`src/logic/pnGen_config.svh`:
```
`ifndef PNGEN_CONFIG_SVH
`define PNGEN_CONFIG_SVH

// bus geometry
`define PNGEN_ADDR_W        13
`define PNGEN_DATA_W        32

// 16-byte register window
`define PNGEN_BASE          13'h0100
`define PNGEN_POLY          4'h0
`define PNGEN_RATE          4'h4
`define PNGEN_PCM_MODE      4'h8

// POLY register fields
`define PN_MAX_LEN          24
`define PN_LEN_W            5
`define PNGEN_LEN_LSB       24
`define PNGEN_RESTART_BIT   30
`define PNGEN_GALOIS_BIT    31

// PCM_MODE register fields
`define PCM_CODE_W          4

// bits per injected error in 1e-3 mode
`define ERR_1E3_PERIOD      1000

`endif

```
`src/logic/pnGenPkg.sv`:
```
`default_nettype none
`include "pnGen_config.svh"

package pnGenPkg;

    typedef struct packed {
        logic [`PNGEN_ADDR_W-1:0]   addr;
        logic [`PNGEN_DATA_W-1:0]   wrData;
        logic [`PNGEN_DATA_W/8-1:0] byteWe; // one per byte lane
    } busReq_t;

    typedef struct packed {
        logic [`PN_MAX_LEN-1:0] taps;
        logic [`PN_LEN_W-1:0]   length;  // order minus one
        logic                   galois;  // 0 = fibonacci
        logic                   restart;
    } pnCfg_t;

    // undefined codes fall back to NRZ-L
    typedef enum logic [`PCM_CODE_W-1:0] {
        NRZL  = 4'd0,
        NRZM  = 4'd1,
        NRZS  = 4'd2,
        BIPHL = 4'd3
    } pcmCode_t;

    typedef struct packed {
        pcmCode_t code;
        logic     invert;
    } pcmCfg_t;

    typedef struct packed {
        logic inject1E3;
        logic injectOne;
    } errCfg_t;

    // stored only, consumed by an external FEC encoder
    typedef struct packed {
        logic [1:0] fecMode;
        logic       vitG2Inv;
        logic [1:0] ldpcRate;
        logic       ldpcBlockSize;
        logic [1:0] ldpcRandomize;
    } fecCfg_t;

endpackage

`default_nettype wire

```
`src/logic/pcmEncoder.sv`:
```
`timescale 1ns/10ps
`default_nettype none

module pcmEncoder (
    input  wire  pnGenPkg::pcmCfg_t cfg,
    input  wire                     busClk,
    input  wire                     rst,
    input  wire                     bitIn,
    input  wire                     bitValid,
    input  wire                     halfEn,
    output logic                    pcmData,
    output logic                    pcmStrobe
);
    import pnGenPkg::*;

    logic level;       // differential line state
    logic nextLevel;
    logic firstHalf;
    logic secondHalf;
    logic secondBit;
    logic pending;

    always_comb begin
        nextLevel  = level;
        firstHalf  = bitIn;
        secondHalf = bitIn;
        case (cfg.code)
            NRZM: begin
                nextLevel  = level ^ bitIn;   // transition on one
                firstHalf  = nextLevel;
                secondHalf = nextLevel;
            end
            NRZS: begin
                nextLevel  = level ^ ~bitIn;  // transition on zero
                firstHalf  = nextLevel;
                secondHalf = nextLevel;
            end
            BIPHL: begin
                secondHalf = ~bitIn;
            end
            default: ;
        endcase
    end

    always_ff @(posedge busClk) begin
        if (rst) begin
            level     <= 1'b0;
            pending   <= 1'b0;
            secondBit <= 1'b0;
            pcmData   <= 1'b0;
            pcmStrobe <= 1'b0;
        end else begin
            pcmStrobe <= 1'b0;
            if (bitValid) begin
                level     <= nextLevel;
                pcmData   <= firstHalf ^ cfg.invert;
                pcmStrobe <= 1'b1;
                secondBit <= secondHalf;
                pending   <= 1'b1;
            end else if (halfEn && pending) begin
                // second half of the symbol
                pcmData   <= secondBit ^ cfg.invert;
                pcmStrobe <= 1'b1;
                pending   <= 1'b0;
            end
        end
    end

endmodule

`default_nettype wire

```
`src/logic/pnErrorInject.sv`:
```
`timescale 1ns/10ps
`default_nettype none
`include "pnGen_config.svh"

module pnErrorInject (
    input  wire  pnGenPkg::errCfg_t cfg,
    input  wire                     busClk,
    input  wire                     rst,
    input  wire                     pnBit,
    input  wire                     pnValid,
    output logic                    errBit,
    output logic                    errValid
);

    localparam int cntW = $clog2(`ERR_1E3_PERIOD);

    logic [cntW-1:0] bitCnt;
    logic            injPrev;
    logic            armed;
    logic            oneEdge;
    logic            hit;
    logic            flip;

    assign oneEdge = cfg.injectOne & ~injPrev;
    assign hit     = cfg.inject1E3 && (bitCnt == cntW'(`ERR_1E3_PERIOD - 1));
    assign flip    = pnValid & (armed | oneEdge | hit);

    always_ff @(posedge busClk) begin
        if (rst) begin
            injPrev  <= 1'b0;
            armed    <= 1'b0;
            bitCnt   <= '0;
            errValid <= 1'b0;
        end else begin
            injPrev  <= cfg.injectOne;
            errValid <= pnValid;

            // one-shot consumed by the next valid bit
            if (pnValid) begin
                armed <= 1'b0;
            end else if (oneEdge) begin
                armed <= 1'b1;
            end

            if (!cfg.inject1E3) begin
                bitCnt <= '0;
            end else if (pnValid) begin
                bitCnt <= hit ? '0 : bitCnt + 1'b1;
            end
        end
    end

    always_ff @(posedge busClk) begin
        if (pnValid) begin
            errBit <= pnBit ^ flip;
        end
    end

endmodule

`default_nettype wire

```
`src/logic/pnGenRegs.sv`:
```
`timescale 1ns/10ps
`default_nettype none
`include "pnGen_config.svh"

module pnGenRegs (
    input  wire  pnGenPkg::busReq_t      busReq,
    input  wire                          busClk,
    input  wire                          rst,
    output logic [`PNGEN_DATA_W-1:0]     rdData,
    output pnGenPkg::pnCfg_t             pnCfg,
    output pnGenPkg::pcmCfg_t            pcmCfg,
    output pnGenPkg::errCfg_t            errCfg,
    output pnGenPkg::fecCfg_t            fecCfg,
    output logic [31:0]                  rate
);
    import pnGenPkg::*;

    localparam logic [`PNGEN_ADDR_W-1:0] regBase = `PNGEN_BASE;

    logic                          inWindow;
    logic [3:0]                    offset;
    logic [`PNGEN_DATA_W-1:0]      wd;
    logic [`PNGEN_DATA_W/8-1:0]    we;

    // window from upper bits, register from low nibble
    assign inWindow = busReq.addr[`PNGEN_ADDR_W-1:4] == regBase[`PNGEN_ADDR_W-1:4];
    assign offset   = busReq.addr[3:0];
    assign wd       = busReq.wrData;
    assign we       = busReq.byteWe;

    always_ff @(posedge busClk) begin
        if (rst) begin
            pnCfg  <= '0;
            pcmCfg <= '0;
            errCfg <= '0;
            fecCfg <= '0;
            rate   <= '0;
        end else if (inWindow) begin
            case (offset)
                `PNGEN_POLY: begin
                    if (we[0]) pnCfg.taps[7:0]   <= wd[7:0];
                    if (we[1]) pnCfg.taps[15:8]  <= wd[15:8];
                    if (we[2]) pnCfg.taps[23:16] <= wd[23:16];
                    if (we[3]) begin
                        pnCfg.length  <= wd[`PNGEN_LEN_LSB +: `PN_LEN_W];
                        pnCfg.restart <= wd[`PNGEN_RESTART_BIT];
                        pnCfg.galois  <= wd[`PNGEN_GALOIS_BIT];
                    end
                end
                `PNGEN_RATE: begin
                    for (int i = 0; i < 4; i++) begin
                        if (we[i]) rate[8*i +: 8] <= wd[8*i +: 8];
                    end
                end
                `PNGEN_PCM_MODE: begin
                    if (we[0]) begin
                        pcmCfg.code     <= pcmCode_t'(wd[`PCM_CODE_W-1:0]);
                        fecCfg.ldpcRate <= wd[6:5];
                        pcmCfg.invert   <= wd[7];
                    end
                    if (we[1]) begin
                        fecCfg.fecMode       <= wd[9:8];
                        fecCfg.vitG2Inv      <= wd[10];
                        fecCfg.ldpcBlockSize <= wd[11];
                        fecCfg.ldpcRandomize <= wd[13:12];
                        errCfg.inject1E3     <= wd[14];
                        errCfg.injectOne     <= wd[15];
                    end
                    // upper two lanes are reserved
                end
                default: ;
            endcase
        end
    end

    always_comb begin
        rdData = '0;
        if (inWindow) begin
            case (offset)
                `PNGEN_POLY: begin
                    rdData = {pnCfg.galois, pnCfg.restart, 1'b0, pnCfg.length, pnCfg.taps};
                end
                `PNGEN_RATE: begin
                    rdData = rate;
                end
                `PNGEN_PCM_MODE: begin
                    rdData = {16'b0,
                              errCfg.injectOne,
                              errCfg.inject1E3,
                              fecCfg.ldpcRandomize,
                              fecCfg.ldpcBlockSize,
                              fecCfg.vitG2Inv,
                              fecCfg.fecMode,
                              pcmCfg.invert,
                              fecCfg.ldpcRate,
                              1'b0,
                              pcmCfg.code};
                end
                default: rdData = '0; // 0xC unmapped
            endcase
        end
    end

endmodule

`default_nettype wire

```
`src/logic/pnGenTop.sv`:
```
`timescale 1ns/10ps
`default_nettype none
`include "pnGen_config.svh"

module pnGenTop (
    input  wire  pnGenPkg::busReq_t   busReq,
    input  wire                       busClk,
    input  wire                       rst,
    output logic [`PNGEN_DATA_W-1:0]  rdData,
    output pnGenPkg::fecCfg_t         fecCfg,
    output logic                      pcmData,
    output logic                      pcmStrobe
);
    import pnGenPkg::*;

    pnCfg_t      pnCfg;
    pcmCfg_t     pcmCfg;
    errCfg_t     errCfg;
    logic [31:0] rate;
    logic        halfEn;
    logic        bitEn;
    logic        pnBit;
    logic        pnValid;
    logic        errBit;
    logic        errValid;

    pnGenRegs i_pnGenRegs (
        .busClk (busClk),
        .rst    (rst),
        .busReq (busReq),
        .rdData (rdData),
        .pnCfg  (pnCfg),
        .pcmCfg (pcmCfg),
        .errCfg (errCfg),
        .fecCfg (fecCfg),
        .rate   (rate)
    );

    pnRateNco i_pnRateNco (
        .busClk (busClk),
        .rst    (rst),
        .rate   (rate),
        .halfEn (halfEn),
        .bitEn  (bitEn)
    );

    pnLfsr i_pnLfsr (
        .busClk  (busClk),
        .rst     (rst),
        .cfg     (pnCfg),
        .bitEn   (bitEn),
        .pnBit   (pnBit),
        .pnValid (pnValid)
    );

    pnErrorInject i_pnErrorInject (
        .busClk   (busClk),
        .rst      (rst),
        .cfg      (errCfg),
        .pnBit    (pnBit),
        .pnValid  (pnValid),
        .errBit   (errBit),
        .errValid (errValid)
    );

    pcmEncoder i_pcmEncoder (
        .busClk    (busClk),
        .rst       (rst),
        .cfg       (pcmCfg),
        .bitIn     (errBit),
        .bitValid  (errValid),
        .halfEn    (halfEn),
        .pcmData   (pcmData),
        .pcmStrobe (pcmStrobe)
    );

endmodule

`default_nettype wire

```
`src/logic/pnLfsr.sv`:
```
`timescale 1ns/10ps
`default_nettype none
`include "pnGen_config.svh"

module pnLfsr (
    input  wire  pnGenPkg::pnCfg_t cfg,
    input  wire                    busClk,
    input  wire                    rst,
    input  wire                    bitEn,
    output logic                   pnBit,
    output logic                   pnValid
);

    localparam int lfsrW = `PN_MAX_LEN;

    logic [lfsrW-1:0] state;
    logic [lfsrW-1:0] mask;
    logic [lfsrW-1:0] nextFib;
    logic [lfsrW-1:0] nextGal;
    logic [4:0]       topIdx;
    logic             outBit;
    logic             fbBit;

    // taps bit i selects state bit i in both forms
    always_comb begin
        topIdx = (cfg.length > 5'(lfsrW - 1)) ? 5'(lfsrW - 1) : cfg.length;
        mask   = ~({lfsrW{1'b1}} << (topIdx + 5'd1));
        outBit = state[topIdx];

        // fibonacci: parity of tapped bits enters at bit 0
        fbBit   = ^(state & cfg.taps & mask);
        nextFib = ((state << 1) | lfsrW'(fbBit)) & mask;

        // galois: outgoing bit xored into tapped positions
        nextGal = ((state << 1) ^ ({lfsrW{outBit}} & cfg.taps)) & mask;
    end

    always_ff @(posedge busClk) begin
        if (rst || cfg.restart) begin
            state   <= '1;  // seed
            pnValid <= 1'b0;
        end else begin
            pnValid <= bitEn;
            if (bitEn) begin
                state <= cfg.galois ? nextGal : nextFib;
            end
        end
    end

    always_ff @(posedge busClk) begin
        if (bitEn) begin
            pnBit <= outBit;
        end
    end

endmodule

`default_nettype wire

```
`src/logic/pnRateNco.sv`:
```
`timescale 1ns/10ps
`default_nettype none

module pnRateNco (
    input  wire         busClk,
    input  wire         rst,
    input  wire  [31:0] rate,
    output logic        halfEn,
    output logic        bitEn
);

    logic [31:0] phase;
    logic [32:0] sum;
    logic        bitPhase; // high between first and second half

    assign sum = {1'b0, phase} + {1'b0, rate};

    always_ff @(posedge busClk) begin
        if (rst) begin
            phase    <= '0;
            halfEn   <= 1'b0;
            bitPhase <= 1'b0;
        end else begin
            phase  <= sum[31:0];
            halfEn <= sum[32];      // carry out, one cycle late
            if (halfEn) begin
                bitPhase <= ~bitPhase;
            end
        end
    end

    // every second half-bit strobe, starting with the second
    assign bitEn = halfEn & bitPhase;

endmodule

`default_nettype wire

```
`config.mk`:
```
export PLATFORM = sky130hd
export DESIGN_NAME = pnGenTop
export DESIGN_NICKNAME = d
export VERILOG_FILES = /design/src/logic/pnGenPkg.sv /design/src/logic/pcmEncoder.sv /design/src/logic/pnErrorInject.sv /design/src/logic/pnGenRegs.sv /design/src/logic/pnGenTop.sv /design/src/logic/pnLfsr.sv /design/src/logic/pnRateNco.sv
export VERILOG_INCLUDE_DIRS = /design/src /design/src/logic
export SDC_FILE = /design/constraint.sdc
export NUM_CORES = 1
export LEC_CHECK = 0
export BUFFER_PORTS_ARGS = -buffer_cell sky130_fd_sc_hd__buf_2
export CORE_UTILIZATION = 40
export DETAILED_ROUTE_END_ITERATION = 10
export PLACE_DENSITY = 0.66
export SYNTH_ARGS = -nofsm -noshare
export SYNTH_HDL_FRONTEND = slang
export SYNTH_SLANG_ARGS = --single-unit
export TNS_END_PERCENT = 1
```
`constraint.sdc`:
```
create_clock -name busClk -period 3 [get_ports busClk]
set_input_delay 0.6 -clock busClk [delete_from_list [all_inputs] [get_ports busClk]]
set_output_delay 0.6 -clock busClk [all_outputs]
set_load 0.1 [all_outputs]
```
After elaboration in Yosys (flattened, before gate mapping)
Cells that the tools add are included.
{"block": "word_totals", "regBits": 157, "inputBits": 51, "output_inout_bits": 42}
{"block": "classes", "addsub": 3, "n_lt_le_gt_ge": 2, "n_eq_ne": 7, "n_shift": 1, "mux": 16, "bitwise_logic": 22, "n_reduce_logical": 20}
{"operator": "24-bit bitwise AND", "count": 5}
{"operator": "32-bit case mux with 3 select lines", "count": 1}
{"operator": "32-bit by 32-bit adder with 33-bit output", "count": 1}
{"operator": "32-bit two-way mux", "count": 1}
{"operator": "3-bit AND reduction", "count": 10}
{"operator": "24-bit two-way mux", "count": 1}
{"operator": "24-bit NOT", "count": 1}
{"operator": "24-bit by 1-bit bitwise OR with 24-bit output", "count": 1}
{"operator": "24-bit XOR reduction", "count": 1}
{"operator": "24-bit by 5-bit left shift with 24-bit output, first input constant", "count": 1}
{"operator": "24-bit XOR", "count": 1}
{"operator": "10-bit by 1-bit adder with 10-bit output, second input constant", "count": 1}
{"operator": "10-bit == test, second input constant", "count": 1}
{"operator": "10-bit two-way mux", "count": 1}
{"operator": "9-bit by 5-bit == test with 1-bit output, second input constant", "count": 1}
{"operator": "4-bit by 2-bit == test with 1-bit output, second input constant", "count": 2}
{"operator": "1-bit two-way mux", "count": 7}
{"operator": "5-bit by 6-bit < comparator with 1-bit output, second input constant", "count": 1}
{"operator": "5-bit by 1-bit adder with 5-bit output, second input constant", "count": 1}
{"operator": "1-bit binary-select mux with 5-bit select", "count": 1}
{"operator": "5-bit greater-than comparator, second input constant", "count": 1}
{"operator": "5-bit two-way mux", "count": 1}
{"operator": "1-bit XOR", "count": 5}
{"operator": "4-bit by 1-bit == test with 1-bit output, second input constant", "count": 1}
{"operator": "other kinds (13)", "count": 23}

Logic depth before layout (Yosys ltp)
{"block": "logic_depth", "word_depth": 10, "ltp_mapped": 14}

Cells and area by module
From an unflattened synthesis, not the netlist that was laid out.
{"block": "hier_totals", "hier_cells": 1153, "hier_area_um2": 10124.7}
{"mod": "pnGenRegs", "instances": 1, "cells_per_inst": 404, "area_per_inst_um2": 4063.9, "seq_area_each_um2": 1561.5}
{"mod": "pnRateNco", "instances": 1, "cells_per_inst": 346, "area_per_inst_um2": 2780.2, "seq_area_each_um2": 680.7}
{"mod": "pnLfsr", "instances": 1, "cells_per_inst": 304, "area_per_inst_um2": 2372.3, "seq_area_each_um2": 530.5}
{"mod": "pnErrorInject", "instances": 1, "cells_per_inst": 64, "area_per_inst_um2": 611.8, "seq_area_each_um2": 290.3}
{"mod": "pcmEncoder", "instances": 1, "cells_per_inst": 35, "area_per_inst_um2": 296.5, "seq_area_each_um2": 100.1}

Least setup slack after synthesis
No wires, ideal clock.
{"block": "synth_path", "path_type": "input to output", "start": "input port busReq[37] (netlist bit)", "end": "output port rdData[10]", "t_arrival_ps": 3003, "required_time_ps": 2400, "path_slack_ps": -603, "path_stages": 4, "path_buffers": 1, "cell_sequence": "nor4b_1 clkbuf_1 a222oi_1 nor2_1"}
{"block": "synth_via", "elab_chain_cells": 3, "elab_cells_between_ends": 5, "classes_between": "2 x eq/ne; 2 x mux; 1 x reduce/logical"}
{"element": "from (decl)", "line": "pnGenTop.sv:6", "text": "input wire pnGenPkg::busReq_t busReq,"}
{"element": "4-bit == test (tied with other cells)", "line": "pnGenRegs.sv:79", "text": "case (offset)"}
{"element": "32-bit case mux with 3 select lines (*)", "line": "pnGenRegs.sv:79"}
{"element": "32-bit two-way mux (*)", "line": "pnGenRegs.sv:78", "text": "if (inWindow) begin"}
{"element": "to (decl)", "line": "pnGenTop.sv:9", "text": "output logic [`PNGEN_DATA_W-1:0] rdData,"}
Every way passes the cells marked *; elsewhere a longest branch is shown, timed or not.

Final worst setup path
{"block": "layout_path", "start": "register i_pnGenRegs.rate[0]", "end": "register i_pnRateNco.phase[30]"}
{"block": "layout_via", "elab_chain_cells": 1}
{"element": "from (decl)", "line": "pnGenRegs.sv:14", "text": "output logic [31:0] rate"}
{"element": "from (signal, indexed assignment)", "line": "pnGenRegs.sv:52", "text": "if (we[i]) rate[8*i +: 8] <= wd[8*i +: 8];"}
{"element": "32-bit by 32-bit adder with 33-bit output", "line": "pnRateNco.sv:16", "text": "assign sum = {1'b0, phase} + {1'b0, rate};"}
{"element": "to (signal assigned)", "line": "pnRateNco.sv:24", "text": "phase <= sum[31:0];"}
{"element": "to (decl)", "line": "pnRateNco.sv:12", "text": "logic [31:0] phase;"}
Every way passes these cells.
A chain may end at the register's enable or synchronous reset.

==> metrics.txt <==
Sw Share=22.6%; startpoint class of the critical path=register; R2R Setup Slk=0.07 ns; area grow syn2layout=24.1%; area leader, netlist=dfxtp_1; Slew @ Worst Pin=0.601 ns; CTS Buf Count=17; slowest cell delay on critical path=0.41 ns; Pre-antenna DRT Iters=5; Initial Util=41.1%; Fin Clk Skew=0.00846 ns; CTS clk-pin slew, worst paths=0.06 ns; core area=21,200 µm²; EDFF count, synth=2; HP Class=input port to register; post-route minimum period=2.93 ns; critical path capture point type=register; Site Rows=53; Worst EP arrival=3.24 ns; switching power=989 µW; CTS tree=yes; Diodes inserted=0; Leak=3.99 nW; PD cells=406 nW/µm²; gp weighted congestion=0.921; syn nets=1,187; period utilisation layout=97.6%; number of clock sinks=157; drc violations=0; Seq pwr share=47.7%; post-synth top area share=35.7%; Setup CP Type=register to register; post-synthesis cell type count=68; multi-input logic area=5330 µm²; Post-synth ARST share=0%; die width=149 µm; Antenna Violating Nets Remaining=0; Post-Synthesis Cell Area=8690 µm²; r2r startpoint=i_pnGenRegs.rate[0]; Max Fclk=0.342 GHz; Syn. warnings=0; Synth area leaders=dfxtp_1 (36%), a21oi_1 (8.1%), nand2_1 (6.3%), nor2_1 (5.6%), ha_1 (5.2%); nets=1,278; placed inst area=10,200 µm²; fillers=1,970; clock latency on the worst-skew pair=0.43 ns; R2R depth=11; final setup vio count=0; WP data required=3.31 ns; #FFs+latches synth=157; Hold Vio Cnt, Final=0; Die ar.=22,300 µm²; relative slew slack=59.9%; GR Overflow Total=0; cells along the critical path=ha_1 -> fa_1 -> a21o_1 -> a21o_1 -> a21oi_2 -> o31a_1 -> o31ai_1 -> a21o_1 -> a21o_1 -> o21ai_1 -> mux2_2; Int Power=3.38 mW; Chip Height=149 µm; WL final=25,600 µm; slowest cell on the critical path=fa_1; synthesized area per cell=7.91 µm²; final slew viol count=0; maximum VDD drop=482 µV; area taken by flip-flops and latches=3160 µm²; # IOs=93; post-DR vias/cell=5.68; Gate Count Post-Synth=1,099; GRT Util Overall=23.5%; WL/cell=17.3 µm; dominant synthesized flop cell=dfxtp_1; H-tree depth=4; commonest non-fill, non-tap cells in the layout=dfxtp_1 (155), nand2_1 (145), a21oi_1 (139); most used cell, CP=a21o_1; final core utilization=51.0%; status=complete, no violations; largest net degree at the start of global routing=45; Cells on Worst Hold Path=3; share of cells above drive strength 1=18.0%; unrepaired setup endpoints after global routing=yes; initial antenna violation count=0; total number of vias=8,390; # Max-Cap Violations=0; Post-CTS Setup Bufs=0; hold path endpoint=i_pnGenRegs.rate[29]; clock network power share=49.5%; vias in the first global route=7,907; Comb power frac=2.7%; first-pass GRT wire length=41,100 µm; r2r endpoint=i_pnRateNco.phase[30]; final instance area=10,800 µm²; I/O Buffers=92; Root Buffer=clkbuf_16; initial DRC count=764; Seq/Total Area, Yosys=36.4%; post-DP HPWL=18,700 µm; Max Root-Sink Buffers=2; hold_sp=busReq[33]; critical path peak fanout=3; commonest non-fill, non-tap cell in the layout=dfxtp_1
==> state kept, by name, summed over array words and instances, names as in the netlist <==
| signal | flops |
|---|---|
| i_pnGenRegs.errCfg | 2 |
| i_pnLfsr.state | 24 |
| i_pnErrorInject.injPrev | 1 |
| i_pnErrorInject.errValid | 1 |
| i_pcmEncoder.secondBit | 1 |
| i_pnLfsr.pnValid | 1 |
| i_pnRateNco.halfEn | 1 |
| i_pnGenRegs.fecCfg | 8 |
| i_pnLfsr.pnBit | 1 |
| i_pcmEncoder.level | 1 |
| i_pnErrorInject.bitCnt | 10 |
| i_pnRateNco.bitPhase | 1 |
| i_pnErrorInject.errBit | 1 |
| i_pnGenRegs.rate | 32 |
| i_pcmEncoder.pcmStrobe | 1 |
| i_pnRateNco.phase | 32 |
| i_pnGenRegs.pcmCfg | 5 |
| i_pnGenRegs.pnCfg | 31 |
| i_pcmEncoder.pcmData | 1 |
| i_pnErrorInject.armed | 1 |
| i_pcmEncoder.pending | 1 |
==> critical path: cells and delay by family, from the launching register on <==
kind | cells | cell delay [ns]
AO/OA/AOI/OAI | 8 | 1.46
adder cells (fa/ha/maj) | 2 | 0.66
multiplexers | 1 | 0.36
flip-flops | 1 | 0.33
==> area by class of cell <==
type,instances,area share (%)
Clock inverter,11,1.25
Sequential cell,157,29.3
Tap cell,275,3.19
Inverter,15,0.522
Clock buffer,21,4.18
Multi-Input combinational cell,868,49.4
Timing Repair Buffer,131,12.2
==> cells in the mapped netlist, drive strengths merged, types with 15 or more instances <==
library cell  instances
a21o                 15
a21oi               140
a222oi               15
a22oi                20
clkbuf               48
dfxtp               155
ha                   36
mux2i                18
nand2               149
nand3                86
nor2                129
o21ai                49
xnor2                39
xor2                 35
==> routing by layer <==
metal / GRT usage, % / vias up / wire, µm
li1: - / 4099 / -
met1: 30.8 / 3975 / 11400
met2: 38.4 / 280 / 12000
met3: 4.07 / 36 / 1610
met4: 8.98 / 0 / 551
met5: 0 / - / 0
==> through the flow <==
step | worst slack [ns] | TNS, ns | hold slack (ns) | power, mW | instances
after CTS | 0.00589 | 0 | 0.424 | 4.40 | 1478
after global placement | 0.0974 | 0 | 0.459 | 2.25 | 1446
after detailed placement | 0.0297 | 0 | 0.467 | 2.25 | 1446
after global routing | -0.0578 | -0.0578 | 0.420 | 4.50 | 1478
after floorplan | -0.245 | -7.41 | 0.432 | 2.19 | 1099
final | 0.0733 | 0 | 0.431 | 4.37 | 1478
==> worst max path at each step <==
stage	startpoint	to	slack [ns]	depth (start not counted)
finish	i_pnGenRegs.rate[0]	i_pnRateNco.phase[30]	0.07	11
global route	i_pnGenRegs.rate[0]	i_pnRateNco.phase[30]	-0.06	11
CTS	i_pnGenRegs.rate[0]	i_pnRateNco.phase[30]	0.006	11
detailed placement	i_pnGenRegs.rate[0]	i_pnRateNco.phase[30]	0.03	11
global placement	i_pnGenRegs.rate[0]	i_pnRateNco.phase[30]	0.1	11
floorplan	busReq[37]	rdData[29]	-0.24	5
==> power by group through the flow <==
stage          clock network [mW]  logic (mW)  registers, mW
3_5_place_dp                    0       0.117           2.13
5_1_grt                      2.28       0.128           2.09
6_report                     2.17       0.120           2.09
2_1_floorplan                   0      0.0506           2.13
4_1_cts                      2.19       0.118           2.09
3_3_place_gp                    0       0.116           2.13
==> timing repair <==
item                                    4_1_cts  5_1_grt
hold buffers                                  0        0
gates resized for setup                       0        4
endpoints found under the setup margin        0        5
==> cells by family after synthesis <==
group / Yosys count / share of synthesized area [%]
mux: 23 / 2.94
flops: 157 / 36.4
xor+xnor: 75 / 7.72
fa+ha+maj: 38 / 5.53
compound gates: 302 / 21.9
simple gates: 430 / 21.8
buf+inv: 74 / 3.66
Power figures use the tool's default switching activity.
